<file path="src/logic/dft_pkg.sv">
/* shared sizes, wishbone bundles and the per-bank factor plan
   adr is {bank, offset}; offsets are sized for max_pts up to 64 */
package dft_pkg;

	// --------------------
	// sizes
	localparam int sample_w   = 16;
	localparam int pts_w      = 7;
	localparam int max_stages = 6;
	localparam int adr_w      = 7;

	// --------------------
	// wishbone classic, master to slave
	typedef struct packed {
		logic                cyc;
		logic                stb;
		logic                we;
		logic [adr_w-1:0]    adr;
		logic [sample_w-1:0] dat;
	} wb_req_t;

	// slave to master
	typedef struct packed {
		logic                ack;
		logic [sample_w-1:0] dat;
	} wb_rsp_t;

	// one bank's plan; slots past num_factors hold factor 1
	typedef struct packed {
		logic [2:0]                        num_factors;
		logic [0:max_stages-1][2:0]        nf;
		logic [0:max_stages-1][pts_w-1:0]  pts_div_nf;
		logic [0:max_stages-1][pts_w-1:0]  twdl_den;
	} dft_plan_t;

endpackage

</file>
<file path="src/logic/dft_factor_ctrl.sv">
/* greedy factoring of N in the order 4, 2, 5, 3, one slot per cycle
   N must factor completely and stay within max_pts */
module dft_factor_ctrl #(
	parameter int max_pts = 64
) (
	input  logic                        clk,
	input  logic                        rst_n,
	input  logic                        frame_sop,
	input  logic [dft_pkg::pts_w-1:0]   frame_pts,
	input  logic                        frame_done,
	input  logic                        src_done,
	output logic                        sw_in,
	output logic                        bank_free,
	output logic                        sw_out,
	output logic                        src_start,
	output dft_pkg::dft_plan_t          plan
);
	localparam int pw = dft_pkg::pts_w;
	localparam int ns = dft_pkg::max_stages;

	dft_pkg::dft_plan_t work;
	dft_pkg::dft_plan_t plan_q [2];
	logic [pw-1:0] n_iter;
	logic [2:0]    cnt_q;
	logic [2:0]    nxt_f;
	logic          fact_bank;
	logic [1:0]    full_q;
	logic [1:0]    plan_rdy;
	logic          src_busy;

	// divide by one of the few radices, constant divisors only
	function automatic logic [dft_pkg::pts_w-1:0] div_f(
		input logic [dft_pkg::pts_w-1:0] x,
		input logic [2:0]                f
	);
		case (f)
			3'd2:    div_f = x >> 1;
			3'd3:    div_f = x / pw'(3);
			3'd4:    div_f = x >> 2;
			3'd5:    div_f = x / pw'(5);
			default: div_f = x;
		endcase
	endfunction

	// next factor by divisibility, 1 once n_iter is used up
	always_comb begin
		if (n_iter[1:0] == 2'b00 && n_iter != '0) nxt_f = 3'd4;
		else if (!n_iter[0] && n_iter != '0)     nxt_f = 3'd2;
		else if (n_iter % pw'(5) == '0)          nxt_f = 3'd5;
		else if (n_iter % pw'(3) == '0)          nxt_f = 3'd3;
		else                                     nxt_f = 3'd1;
	end

	// --------------------
	// factor pipe, cnt 1..6 fills slots 0..5, cnt 7 commits
	always_ff @(posedge clk) begin
		if (frame_sop) begin
			n_iter           <= frame_pts;
			work.num_factors <= '0;
			work.twdl_den[0] <= frame_pts;
			fact_bank        <= sw_in;
		end else if (cnt_q != 3'd0) begin
			n_iter <= div_f(n_iter, nxt_f);
			if (cnt_q != 3'd7 && nxt_f != 3'd1)
				work.num_factors <= work.num_factors + 3'd1;
			for (int j = 0; j < ns; j++) begin
				if (cnt_q == 3'(j + 1)) begin
					work.nf[j]         <= nxt_f;
					work.pts_div_nf[j] <= div_f(work.twdl_den[0], nxt_f);
				end
			end
			// den[j] = den[j-1] / factor[j-1]
			for (int j = 1; j < ns; j++) begin
				if (cnt_q == 3'(j))
					work.twdl_den[j] <= div_f(work.twdl_den[j-1], nxt_f);
			end
			if (cnt_q == 3'd7)
				plan_q[fact_bank] <= work;
		end
	end

	// --------------------
	// ping-pong flags and source kick
	always_ff @(posedge clk) begin
		if (!rst_n) begin
			cnt_q     <= 3'd0;
			sw_in     <= 1'b0;
			sw_out    <= 1'b0;
			full_q    <= 2'b00;
			plan_rdy  <= 2'b00;
			src_busy  <= 1'b0;
			src_start <= 1'b0;
		end else begin
			src_start <= 1'b0;
			if (frame_sop)            cnt_q <= 3'd1;
			else if (cnt_q == 3'd7)   cnt_q <= 3'd0;
			else if (cnt_q != 3'd0)   cnt_q <= cnt_q + 3'd1;
			if (cnt_q == 3'd7)
				plan_rdy[fact_bank] <= 1'b1;
			// sink side fills sw_in, source side drains sw_out
			if (frame_done) begin
				full_q[sw_in] <= 1'b1;
				sw_in         <= !sw_in;
			end
			if (src_done) begin
				full_q[sw_out]   <= 1'b0;
				plan_rdy[sw_out] <= 1'b0;
				sw_out           <= !sw_out;
				src_busy         <= 1'b0;
			end
			if (!src_busy && full_q[sw_out] && plan_rdy[sw_out]) begin
				src_start <= 1'b1;
				src_busy  <= 1'b1;
			end
		end
	end

	assign bank_free = !full_q[sw_in];
	assign plan      = plan_q[sw_out];

	// at commit N must be used up by the six slots
	a_stage_bound: assert property (@(posedge clk) disable iff (!rst_n)
		(cnt_q == 3'd7) |-> (work.num_factors <= ns && n_iter == pw'(1)));
	a_pts_range: assert property (@(posedge clk) disable iff (!rst_n)
		frame_sop |-> (frame_pts <= max_pts));

endmodule

</file>
<file path="src/logic/frame_sink.sv">
/* one wishbone write per accepted beat, no overlap
   in_sop must mark the first beat of each frame */
module frame_sink #(
	parameter int max_pts = 64
) (
	input  logic                           clk,
	input  logic                           rst_n,
	input  logic                           in_valid,
	input  logic                           in_sop,
	input  logic [dft_pkg::pts_w-1:0]      in_pts,
	input  logic [dft_pkg::sample_w-1:0]   in_data,
	output logic                           in_ready,
	input  logic                           sw_in,
	input  logic                           bank_free,
	output logic                           frame_sop,
	output logic [dft_pkg::pts_w-1:0]      frame_pts,
	output logic                           frame_done,
	output dft_pkg::wb_req_t               wb_req,
	input  dft_pkg::wb_rsp_t               wb_rsp
);
	localparam int off_w = $clog2(max_pts);
	localparam int pw    = dft_pkg::pts_w;

	logic                          idle_q;
	logic                          cyc_q;
	logic                          last_q;
	logic [off_w-1:0]              off_q;
	logic [off_w-1:0]              off_cur;
	logic [pw-1:0]                 pts_q;
	logic [dft_pkg::adr_w-1:0]     adr_q;
	logic [dft_pkg::sample_w-1:0]  dat_q;
	logic                          take;

	// sw_in and bank_free still show the old bank while frame_done is high
	assign in_ready  = idle_q && bank_free && !frame_done;
	assign take      = in_valid && in_ready;
	assign off_cur   = in_sop ? '0 : off_q;
	assign frame_pts = pts_q;
	assign wb_req    = '{cyc: cyc_q, stb: cyc_q, we: 1'b1, adr: adr_q, dat: dat_q};

	// --------------------
	// bus handshake
	always_ff @(posedge clk) begin
		if (!rst_n) begin
			idle_q     <= 1'b0;
			cyc_q      <= 1'b0;
			frame_sop  <= 1'b0;
			frame_done <= 1'b0;
		end else begin
			frame_sop  <= 1'b0;
			frame_done <= 1'b0;
			if (take) begin
				idle_q    <= 1'b0;
				cyc_q     <= 1'b1;
				frame_sop <= in_sop;
			end else if (cyc_q && wb_rsp.ack) begin
				cyc_q      <= 1'b0;
				idle_q     <= 1'b1;
				frame_done <= last_q;
			end else if (!cyc_q) begin
				idle_q <= 1'b1;
			end
		end
	end

	// beat payload and offset count; sop beat is never the last one (N >= 4)
	always_ff @(posedge clk) begin
		if (take) begin
			adr_q  <= dft_pkg::adr_w'({sw_in, off_cur});
			dat_q  <= in_data;
			off_q  <= off_cur + 1'b1;
			last_q <= !in_sop && (pw'(off_q) == pts_q - 1'b1);
			if (in_sop)
				pts_q <= in_pts;
		end
	end

	a_req_held: assert property (@(posedge clk) disable iff (!rst_n)
		(wb_req.stb && !wb_rsp.ack) |=> (wb_req.cyc && wb_req.stb && $stable(wb_req.adr)));

endmodule

</file>
<file path="src/logic/digit_rev_source.sv">
/* reads the source bank in mixed-radix digit-reversed order
   plan and sw_out must stay stable from src_start until src_done */
module digit_rev_source #(
	parameter int max_pts = 64
) (
	input  logic                           clk,
	input  logic                           rst_n,
	input  logic                           src_start,
	input  logic                           sw_out,
	input  dft_pkg::dft_plan_t             plan,
	output logic                           out_valid,
	input  logic                           out_ready,
	output logic [dft_pkg::sample_w-1:0]   out_data,
	output logic                           out_sop,
	output logic                           out_eop,
	output logic                           src_done,
	output dft_pkg::wb_req_t               wb_req,
	input  dft_pkg::wb_rsp_t               wb_rsp
);
	localparam int off_w = $clog2(max_pts);
	localparam int pw    = dft_pkg::pts_w;
	localparam int ns    = dft_pkg::max_stages;

	logic [0:ns-1][2:0]        dig_q;
	logic [0:ns-1][2:0]        dig_nxt;
	logic [0:ns-1][pw-1:0]     den_up;
	logic [pw-1:0]             addr_q;
	logic [pw-1:0]             addr_nxt;
	logic [pw-1:0]             cnt_q;
	logic                      cyc_q;
	logic [dft_pkg::adr_w-1:0] adr_q;
	logic                      ack;
	logic                      take;

	assign ack    = cyc_q && wb_rsp.ack;
	assign take   = out_valid && out_ready;
	assign wb_req = '{cyc: cyc_q, stb: cyc_q, we: 1'b0, adr: adr_q, dat: '0};

	// digit j weighs den[j+1], top digit weighs 1
	always_comb begin
		for (int j = 0; j < ns - 1; j++) begin
			den_up[j] = plan.twdl_den[j + 1];
		end
		den_up[ns-1] = pw'(1);
	end

	// --------------------
	// odometer step, digit 0 first
	always_comb begin
		logic carry;
		carry    = 1'b1;
		dig_nxt  = dig_q;
		addr_nxt = addr_q;
		for (int j = 0; j < ns; j++) begin
			if (carry) begin
				if (dig_q[j] == plan.nf[j] - 3'd1) begin
					// wrap, drop this digit's share
					dig_nxt[j] = 3'd0;
					addr_nxt   = addr_nxt - pw'(dig_q[j]) * den_up[j];
				end else begin
					dig_nxt[j] = dig_q[j] + 3'd1;
					addr_nxt   = addr_nxt + den_up[j];
					carry      = 1'b0;
				end
			end
		end
	end

	// read, present, wait for take, next read
	always_ff @(posedge clk) begin
		if (!rst_n) begin
			cyc_q     <= 1'b0;
			out_valid <= 1'b0;
			src_done  <= 1'b0;
		end else begin
			src_done <= 1'b0;
			if (src_start) begin
				cyc_q <= 1'b1;
			end else if (ack) begin
				cyc_q     <= 1'b0;
				out_valid <= 1'b1;
			end else if (take) begin
				out_valid <= 1'b0;
				src_done  <= out_eop;
				cyc_q     <= !out_eop;
			end
		end
	end

	always_ff @(posedge clk) begin
		if (src_start) begin
			dig_q  <= '0;
			addr_q <= '0;
			cnt_q  <= '0;
			adr_q  <= dft_pkg::adr_w'({sw_out, off_w'(0)});
		end else if (ack) begin
			out_data <= wb_rsp.dat;
			out_sop  <= (cnt_q == '0);
			out_eop  <= (cnt_q == plan.twdl_den[0] - 1'b1);
			cnt_q    <= cnt_q + 1'b1;
			dig_q    <= dig_nxt;
			addr_q   <= addr_nxt;
		end else if (take) begin
			adr_q <= dft_pkg::adr_w'({sw_out, addr_q[off_w-1:0]});
		end
	end

endmodule

</file>
<file path="src/logic/wb_arbiter.sv">
/* two wishbone classic masters onto one slave, sink wins a tie
   grant switches with no idle cycle once the owner drops cyc */
module wb_arbiter #(
	parameter int max_pts = 64
) (
	input  logic              clk,
	input  logic              rst_n,
	input  dft_pkg::wb_req_t  sink_req,
	output dft_pkg::wb_rsp_t  sink_rsp,
	input  dft_pkg::wb_req_t  src_req,
	output dft_pkg::wb_rsp_t  src_rsp,
	output dft_pkg::wb_req_t  ram_req,
	input  dft_pkg::wb_rsp_t  ram_rsp
);
	// 0 sink, 1 source
	logic gnt_q;
	logic sel;
	logic held;

	assign held = gnt_q ? src_req.cyc : sink_req.cyc;

	always_comb begin
		if (held)              sel = gnt_q;
		else if (sink_req.cyc) sel = 1'b0;
		else if (src_req.cyc)  sel = 1'b1;
		else                   sel = gnt_q;
	end

	always_ff @(posedge clk) begin
		if (!rst_n) gnt_q <= 1'b0;
		else        gnt_q <= sel;
	end

	// --------------------
	// routing, ack only to the owner
	assign ram_req = sel ? src_req : sink_req;

	always_comb begin
		sink_rsp     = ram_rsp;
		src_rsp      = ram_rsp;
		sink_rsp.ack = ram_rsp.ack && !sel;
		src_rsp.ack  = ram_rsp.ack && sel;
	end

	a_grant_held: assert property (@(posedge clk) disable iff (!rst_n)
		(ram_req.cyc && !ram_rsp.ack) |=> (sel == $past(sel)));

endmodule

</file>
<file path="src/logic/sample_ram.sv">
/* both frame banks in one single-port array
   ack one cycle after cyc and stb, never twice for a held request */
module sample_ram #(
	parameter int max_pts = 64
) (
	input  logic              clk,
	input  logic              rst_n,
	input  dft_pkg::wb_req_t  wb_req,
	output dft_pkg::wb_rsp_t  wb_rsp
);
	localparam int idx_w = $clog2(2 * max_pts);

	logic [dft_pkg::sample_w-1:0] mem [2 * max_pts];
	logic [dft_pkg::sample_w-1:0] rd_q;
	logic [idx_w-1:0]             idx;
	logic                         ack_q;
	logic                         req;

	// bank bit sits right above the offset
	assign idx = wb_req.adr[idx_w-1:0];
	assign req = wb_req.cyc && wb_req.stb && !ack_q;

	always_ff @(posedge clk) begin
		if (!rst_n) ack_q <= 1'b0;
		else        ack_q <= req;
	end

	// read data lands together with ack
	always_ff @(posedge clk) begin
		if (req) begin
			if (wb_req.we)
				mem[idx] <= wb_req.dat;
			rd_q <= mem[idx];
		end
	end

	assign wb_rsp = '{ack: ack_q, dat: rd_q};

endmodule

</file>
<file path="src/logic/dft_reorder_top.sv">
/* input reorder for a mixed-radix dft, ping-pong over two banks
   valid N: 4..max_pts, factoring completely into 4, 2, 5, 3 */
module dft_reorder_top #(
	parameter int max_pts = 64
) (
	input  logic                           clk,
	input  logic                           rst_n,
	input  logic                           in_valid,
	input  logic                           in_sop,
	input  logic [dft_pkg::pts_w-1:0]      in_pts,
	input  logic [dft_pkg::sample_w-1:0]   in_data,
	output logic                           in_ready,
	output logic                           out_valid,
	input  logic                           out_ready,
	output logic [dft_pkg::sample_w-1:0]   out_data,
	output logic                           out_sop,
	output logic                           out_eop
);
	logic sw_in, sw_out, bank_free, src_start, src_done, frame_sop, frame_done;
	logic [dft_pkg::pts_w-1:0] frame_pts;
	dft_pkg::dft_plan_t plan;
	dft_pkg::wb_req_t   sink_req, src_req, ram_req;
	dft_pkg::wb_rsp_t   sink_rsp, src_rsp, ram_rsp;

	dft_factor_ctrl #(.max_pts(max_pts)) i_ctrl (
		.clk(clk), .rst_n(rst_n), .frame_sop(frame_sop), .frame_pts(frame_pts),
		.frame_done(frame_done), .src_done(src_done), .sw_in(sw_in), .bank_free(bank_free),
		.sw_out(sw_out), .src_start(src_start), .plan(plan));

	frame_sink #(.max_pts(max_pts)) i_sink (
		.clk(clk), .rst_n(rst_n), .in_valid(in_valid), .in_sop(in_sop), .in_pts(in_pts),
		.in_data(in_data), .in_ready(in_ready), .sw_in(sw_in), .bank_free(bank_free),
		.frame_sop(frame_sop), .frame_pts(frame_pts), .frame_done(frame_done),
		.wb_req(sink_req), .wb_rsp(sink_rsp));

	digit_rev_source #(.max_pts(max_pts)) i_src (
		.clk(clk), .rst_n(rst_n), .src_start(src_start), .sw_out(sw_out), .plan(plan),
		.out_valid(out_valid), .out_ready(out_ready), .out_data(out_data), .out_sop(out_sop),
		.out_eop(out_eop), .src_done(src_done), .wb_req(src_req), .wb_rsp(src_rsp));

	// sink and source share the one ram port
	wb_arbiter #(.max_pts(max_pts)) i_arb (
		.clk(clk), .rst_n(rst_n), .sink_req(sink_req), .sink_rsp(sink_rsp),
		.src_req(src_req), .src_rsp(src_rsp), .ram_req(ram_req), .ram_rsp(ram_rsp));

	sample_ram #(.max_pts(max_pts)) i_ram (
		.clk(clk), .rst_n(rst_n), .wb_req(ram_req), .wb_rsp(ram_rsp));

endmodule

</file>
<file path="config.mk">
export PLATFORM = sky130hd
export DESIGN_NAME = dft_reorder_top
export DESIGN_NICKNAME = d
export VERILOG_FILES = /design/src/logic/dft_pkg.sv /design/src/logic/dft_factor_ctrl.sv /design/src/logic/frame_sink.sv /design/src/logic/digit_rev_source.sv /design/src/logic/wb_arbiter.sv /design/src/logic/sample_ram.sv /design/src/logic/dft_reorder_top.sv
export SDC_FILE = /design/constraint.sdc
export NUM_CORES = 2
export LEC_CHECK = 0
export BUFFER_PORTS_ARGS = -buffer_cell sky130_fd_sc_hd__buf_2
export CAP_MARGIN = 30
export CORE_MARGIN = 2
export CORE_UTILIZATION = 65
export DETAILED_ROUTE_END_ITERATION = 10
export PLACE_DENSITY_LB_ADDON = 0.12
export SYNTH_ARGS = -nofsm -noshare
export SYNTH_HDL_FRONTEND = slang
export SYNTH_SLANG_ARGS = --single-unit
</file>
<file path="constraint.sdc">
create_clock -name clk -period 45.5 [get_ports clk]
set_input_delay 2.275 -clock clk [delete_from_list [all_inputs] [get_ports clk]]
set_output_delay 2.275 -clock clk [all_outputs]
set_load 0.005 [all_outputs]
</file>
Word level (Yosys, flattened, before mapping)
Memories as Yosys holds them, arrays and structs flattened. A register that Yosys moved wholly into a read port is not among the register bits.
Index checks and enable logic that the tools add are counted.
{"block": "classes", "n_reduce_logical": 66, "addsub": 30, "div": 14, "mux": 89, "mul": 5, "eq_ne": 23, "order_cmp": 6, "n_bitwise": 11}
{"cell": "$pmux W7 S4", "n": 6}
{"cell": "$mux W7", "n": 16}
{"cell": "$mux W1", "n": 46}
{"cell": "$div A7 B2 Y7 const B", "n": 6}
{"cell": "$div A7 B3 Y7 const B", "n": 6}
{"cell": "$add A7 B7 Y7", "n": 5}
{"cell": "$mul A3 B7 Y7", "n": 5}
{"cell": "$sub A7 B7 Y7", "n": 5}
{"cell": "$mux W3", "n": 9}
{"cell": "$mux W26", "n": 1}
{"cell": "$reduce_and A2 Y1", "n": 13}
{"cell": "$add A3 B1 Y3 const B", "n": 8}
{"cell": "$logic_not A7 Y1", "n": 3}
{"cell": "$logic_and A1 B1 Y1", "n": 19}
{"cell": "$eq A3 B3 Y1", "n": 6}
{"cell": "$eq A3 B3 Y1 const B", "n": 6}
{"cell": "$reduce_and A3 Y1", "n": 6}
{"cell": "$sub A3 B1 Y3 const B", "n": 6}
{"cell": "$add A7 B1 Y7 const B", "n": 2}
{"cell": "$mux W2", "n": 7}
{"cell": "$sub A7 B1 Y7 const B", "n": 2}
{"cell": "$eq A3 B2 Y1 const B", "n": 4}
{"cell": "$logic_not A1 Y1", "n": 10}
{"cell": "$reduce_bool A2 Y1", "n": 5}
{"cell": "other kinds (25)", "n": 42}
{"block": "word_totals", "wordCells": 301, "ff_bits": 220, "memories": 2, "out_inout_bits": 20, "ramBits": 2258, "in_bits": 28}
{"memory": "i_ram.mem", "depth": 128, "word_bits": 16, "rd": 1, "rd_ports_with_merged_regs": 1, "write_ports": 1, "line": "sample_ram.sv:13", "text": "logic [dft_pkg::sample_w-1:0] mem [2 * max_pts];"}
{"memory": "i_ctrl.plan_q", "depth": 2, "word_bits": 105, "rd": 1, "rd_ports_with_merged_regs": 1, "write_ports": 1, "line": "dft_factor_ctrl.sv:22", "text": "dft_pkg::dft_plan_t plan_q [2];"}

Logic depth before layout (Yosys ltp)
{"block": "logic_depth", "depth_word": 18, "ltp_mapped": 61, "mapped_depth_nobuf": 56}

Hierarchy
A second synthesis with hierarchy kept.
{"block": "hier_totals", "hier_cells": 7250, "hier_area_um2": 107204.1}
{"mod": "sample_ram", "seq_area_each_um2": 61999.5, "area_each_um2": 80294.5, "cells_each": 4765, "n_inst": 1}
{"mod": "dft_factor_ctrl", "seq_area_each_um2": 9278.9, "area_each_um2": 17424.2, "cells_each": 1426, "n_inst": 1}
{"mod": "digit_rev_source", "seq_area_each_um2": 1371.3, "area_each_um2": 7213.2, "cells_each": 888, "n_inst": 1}
{"mod": "frame_sink", "seq_area_each_um2": 1191.1, "area_each_um2": 1582.8, "cells_each": 103, "n_inst": 1}
{"mod": "wb_arbiter", "seq_area_each_um2": 20.0, "area_each_um2": 689.4, "cells_each": 68, "n_inst": 1}

Worst setup path before layout
OpenSTA, ideal clock, no wires.
{"block": "synth_timing", "path_kind": "register to register", "startpoint": "register i_ctrl.n_iter[5]", "endpoint": "register i_ctrl.work[21] in the netlist's numbering (data pin)", "path_stages_with_launch": 52, "n_path_buf": 1, "setup_slack_ns": 30.903, "arrival_time_ns": 14.329, "synth_period_minus_slack_ns": 14.597, "setup_time_ns": 0.268, "t_required_ns": 45.232, "cell_sequence": "edfxtp_1 buf_2 clkinv_1 ha_1 nor3b_1 a21boi_0 mux2i_1 o31a_1 a311oi_1 a21oi_1 ha_1 o21ai_0 or3b_2 o2bb2ai_1 a22oi_1 xor2_1 o41ai_1 nand2_1 [16 not listed] ha_1 a21o_1 a21oi_1 a21boi_2 xnor2_1 ha_1 a21o_1 a21oi_1 and2_1 o311ai_0 nor2_1 mux2_1 ha_1 a21oi_1 nand3_1 or3_1 a31oi_1 o31ai_1"}
{"block": "synth_via", "elab_chain_len": 8, "elab_cells_between_ends": 16, "cone_classes": "div (2); eq/ne (4); mux (5); reduce/logical (5)"}
{"element": "from (decl)", "line": "dft_factor_ctrl.sv:23", "text": "logic [pw-1:0] n_iter;"}
{"element": "from (signal assigned)", "line": "dft_factor_ctrl.sv:58", "text": "n_iter <= frame_pts;"}
{"element": "from (signal assigned)", "line": "dft_factor_ctrl.sv:63", "text": "n_iter <= div_f(n_iter, nxt_f);"}
{"element": "$mod A7 B2 Y7", "line": "dft_factor_ctrl.sv:50", "text": "else if (n_iter % pw'(3) == '0) nxt_f = 3'd3;"}
{"element": "$logic_not A7 Y1", "line": "dft_factor_ctrl.sv:50"}
{"element": "$mux W2", "line": "dft_factor_ctrl.sv:50"}
{"element": "$mux W3", "line": "dft_factor_ctrl.sv:49", "text": "else if (n_iter % pw'(5) == '0) nxt_f = 3'd5;"}
{"element": "$mux W3", "line": "dft_factor_ctrl.sv:48", "text": "else if (!n_iter[0] && n_iter != '0) nxt_f = 3'd2;"}
{"element": "$mux W3 *", "line": "dft_factor_ctrl.sv:47", "text": "if (n_iter[1:0] == 2'b00 && n_iter != '0) nxt_f = 3'd4;"}
{"element": "$eq A3 B3 Y1 / $eq A3 B2 Y1 (equally long branches)", "line": "dft_factor_ctrl.sv:36", "text": "case (f)"}
{"element": "$pmux W7 S4 *", "line": "dft_factor_ctrl.sv:36"}
{"element": "to (decl)", "line": "dft_factor_ctrl.sv:21", "text": "dft_pkg::dft_plan_t work;"}
Every way passes the cells marked *; elsewhere a longest branch is shown, timed or not.
A chain may end at the register's enable or synchronous reset.

Worst setup path in the final report
Ends and elaborated chain as after synthesis.

==> results by group <==
Setup path
  • WP data arrival: 15.87 ns
  • Most frequent CP cell: ha_1
  • CP Capture Type: flop
  • Slowest CP cell: edfxtp_1
  • Crit-path max cell delay: 0.89 ns
  • Critical path fanouts, max: 43
  • Critical path buffers and inverters: 6
  • Delay-heaviest family, CP: compound AO/OA/AOI/OAI gates
  • Crit start category: flop
  • CP required: between 40 and 50 ns
  • Critical path type: flop to flop

Detailed routing
  • Drt first pass iters: 7
  • Via density: 7.03
  • Via count: 62,200
  • # DRC: 0
  • Starting DRT DRC Count: 9,109
  • DRT Wirelength: 280,000 um
  • WL per Instance: approximately 32 um
  • Post-DRT Antenna Nets: 0

Synthesis
  • Post-synthesis cell count: 6,522
  • Mapped Avg Cell Area: 14.9 um^2
  • Cell area after synthesis: 97,400 um^2
  • Async SR Flop Fraction: 0%
  • Post-synthesis cell type count: 101
  • Main synth FF type: edfxtp_1
  • Synthesis Warnings: 0
  • Syn Nets: between 6,000 and 7,000
  • Post-synth EDFFs: approximately 2,300
  • Sequential fraction of the synthesis area: 72.0%
  • Synthesis-stage register bit count: 2,355

Pwr
  • Flop pwr share: 26.6%
  • Clock power share: 19.2%
  • Pwr/cell area: 85.3 nW/um^2
  • Sw Share: 40.2%
  • Sw power: 3720 uW
  • Static Leak: approximately 0.036 uW
  • Combinational share of power: between 50% and 60%
  • Worst VDD drop: 556 uV
  • Internal cell power: roughly 5500 uW

Global routing
  • First-pass GRT wire length: 404,000 um
  • M1 GR Usage: 49.7%
  • Total Routing Usage GR: 36.7%
  • Met2 Use GR: 55.8%
  • GRT met3 Usage: under 10%
  • Busiest layer in global routing: met2
  • Initial antenna violation count: 27
  • Vias in the first global route: 59,400
  • Largest net degree at the start of global routing: 106
  • Grt total ovfl: 0

STA
  • Worst slew margin: 23.2%
  • Post-route fraction of the period consumed by the critical path: about a third
  • Worst clock skew: 0.0719 ns
  • Setup violators final: 0
  • RSZ-0062 raised after global routing: false
  • Fin Setup TNS: 0 ns
  • F_max: 0.0654 GHz
  • Final hold viol count: 0
  • Hold slack: roughly 0.42 ns
  • Measured slew at the worst slew-check pin: between 1 and 1.5 ns
  • Min Clock Period, post-route: 15.30 ns
  • Max Slew Vio Count: 0

Clock tree
  • Bufs on Longest Clock Path: 3
  • Root Driver: clkbuf_16
  • CTS tree: built
  • TritonCTS buffer count: between 200 and 250
  • Clk pin slew, worst setup/hold paths: 0.06 ns
  • Hold Buf Count CTS: 0
  • H-tree levels: 4
  • Clock Sinks: 2,355
  • Clk_lat worst skew: 0.87 ns
  • Post-CTS Setup Bufs: 0
  • Post-CTS Resized: 0

Status
  • Status: complete, no violations

Place
  • GP Congestion: 0.935
  • Placed Cells: 8,412
  • Port buffer count: 47
  • Hpwl dp: 166,000 um

Floorplan
  • Die Y: 391 um
  • Die width: approximately 400 um
  • I/O pin total: 48
  • Row count: 142
  • Core Area: 149,000 um^2
  • Die footprint: 153,000 um^2
  • Starting Density: 65.3%

Layout
  • Layout cells sized above 1: 11.4%
  • Synth-to-layout area growth: 11.3%
  • Post-route insts no fill: 8,848
  • Fill cells: 9,280
  • Nets: around 6,900

Flow run
  • Max-Cap Viols: 0

Hold path
  • Worst Hold Class: flop to flop
[logic make-up (layout without fill, tap and decap cells)]
kind of cell / Yosys count / count (layout) / synth area share (%)
compound gates: 1820 / 1820 / 13.6
buf+inv: 546 / 915 / 2.12
simple gates: 1258 / 1258 / 6.01
flops: 2355 / 2355 / 72.0
fa+ha+maj: 211 / 211 / 3.03
xor+xnor: 192 / 192 / 1.73
other cells: 0 / 13 / 0
mux: 140 / 140 / 1.53
[power groups by stage]
stage	logic, uW	registers (uW)	clock network [uW]
finish	5020	2460	1780
global route	5580	2460	1860
CTS	4960	2460	1780
detailed placement	4920	2500	0
global placement	4770	2500	0
floorplan	3990	2490	0
[path summary, 6_finish.rpt]
| path | from | depth (start not counted) | endpoint | slack [ns] |
|---|---|---|---|---|
| setup / recovery | i_ctrl.n_iter[5] | 52 | i_ctrl.work[21] | 30.20 |
| hold / removal | i_ram.rd_q[9] | 0 | i_src.out_data[9] | 0.42 |
| setup reg to reg | i_ctrl.n_iter[5] | 52 | i_ctrl.work[21] | 30.20 |
| hold reg to reg | i_ram.rd_q[9] | 0 | i_src.out_data[9] | 0.42 |
[state kept, by name (all words and copies together), names as in the netlist, 3 cells and up, named ones only]
| name | flops |
|---|---|
| i_src.adr_q | 7 |
| i_sink.frame_pts | 7 |
| i_ctrl.work | 59 |
| i_src.out_data | 16 |
| i_ram.mem | 2048 |
| i_src.dig_q | 18 |
| i_src.addr_q | 6 |
| i_ctrl.n_iter | 7 |
| i_sink.adr_q | 7 |
| i_ctrl.plan_q | 110 |
| i_src.cnt_q | 7 |
| i_sink.off_q | 6 |
| i_ram.rd_q | 16 |
| i_ctrl.cnt_q | 3 |
| i_sink.dat_q | 16 |
[metrics by stage]
step | total power [uW] | util (%) | setup slack (ns) | area [um^2]
finish | 9260 | 72.7 | 30.20 | 108000
global route | 9900 | 72.7 | 29.18 | 108000
CTS | 9200 | 72.6 | 30.44 | 108000
detailed placement | 7430 | 67.9 | 30.38 | 101000
global placement | 7270 | 67.7 | 30.77 | 101000
floorplan | 6480 | - | 30.90 | 97400
[Yosys cell counts (all sizes together), types with 19 or more instances]
cell | count | area share (%)
mux2i | 87 | 0.89
nand2 | 453 | 1.7
o211ai | 27 | 0.21
and2 | 41 | 0.26
inv | 168 | 0.65
o31ai | 19 | 0.19
clkbuf | 279 | 1.1
xnor2 | 116 | 1.0
nand3 | 65 | 0.33
nor2 | 359 | 1.4
buf | 96 | 0.38
nand4 | 96 | 0.62
o21ai | 106 | 0.55
a22oi | 604 | 4.7
or4 | 19 | 0.15
and3 | 24 | 0.15
a41oi | 41 | 0.37
fa | 42 | 0.86
nor2b | 35 | 0.22
ha | 169 | 2.2
a221oi | 186 | 1.7
nor4 | 40 | 0.29
a22o | 116 | 1.0
nor3 | 51 | 0.27
nand2b | 22 | 0.14
edfxtp | 2297 | 71
xor2 | 76 | 0.68
dfxtp | 58 | 1.2
a31oi | 164 | 1.1
a21o | 74 | 0.57
mux2 | 52 | 0.61
a21oi | 286 | 1.5
a211oi | 21 | 0.17
[metal layers]
layer / up-vias / part of all wire (%) / routed length (um)
met5: - / 0.034 / 96
met4: 14 / 5.5 / 15300
met3: 723 / 13 / 37800
met2: 4298 / 45 / 127000
met1: 30800 / 36 / 100000
li1: 26400 / - / -
[area by class of cell]
class	count	area (um^2)	share of cell area, %
Clock inverter	144	1200	1.11
Multi-Input combinational cell	3621	25600	23.6
Sequential cell	2355	70100	64.7
Clock buffer	269	5770	5.32
Antenna cell	13	32.5	0.0300
Tap cell	1944	2430	2.24
Timing Repair Buffer	331	2640	2.43
Inverter	171	642	0.592
[layout by cell type (no fill, tap or decap), drive strengths merged, types with 21 or more instances in the layout]
| cell | n |
|---|---|
| fa | 42 |
| ha | 169 |
| a22o | 116 |
| buf | 328 |
| xor2 | 76 |
| a21oi | 286 |
| clkbuf | 272 |
| nand2 | 453 |
| and2 | 41 |
| and3 | 24 |
| nor3 | 51 |
| a31oi | 164 |
| nor2b | 35 |
| edfxtp | 2297 |
| a22oi | 604 |
| clkinv | 124 |
| mux2 | 52 |
| nand4 | 96 |
| mux2i | 87 |
| nor4 | 40 |
| nand3 | 65 |
| dfxtp | 58 |
| o21ai | 106 |
| a221oi | 186 |
| xnor2 | 116 |
| a41oi | 41 |
| nor2 | 359 |
| a211oi | 21 |
| inv | 174 |
| nand2b | 22 |
| a21o | 74 |
| o211ai | 27 |
Note: power is estimated with default switching activity, not from simulation.
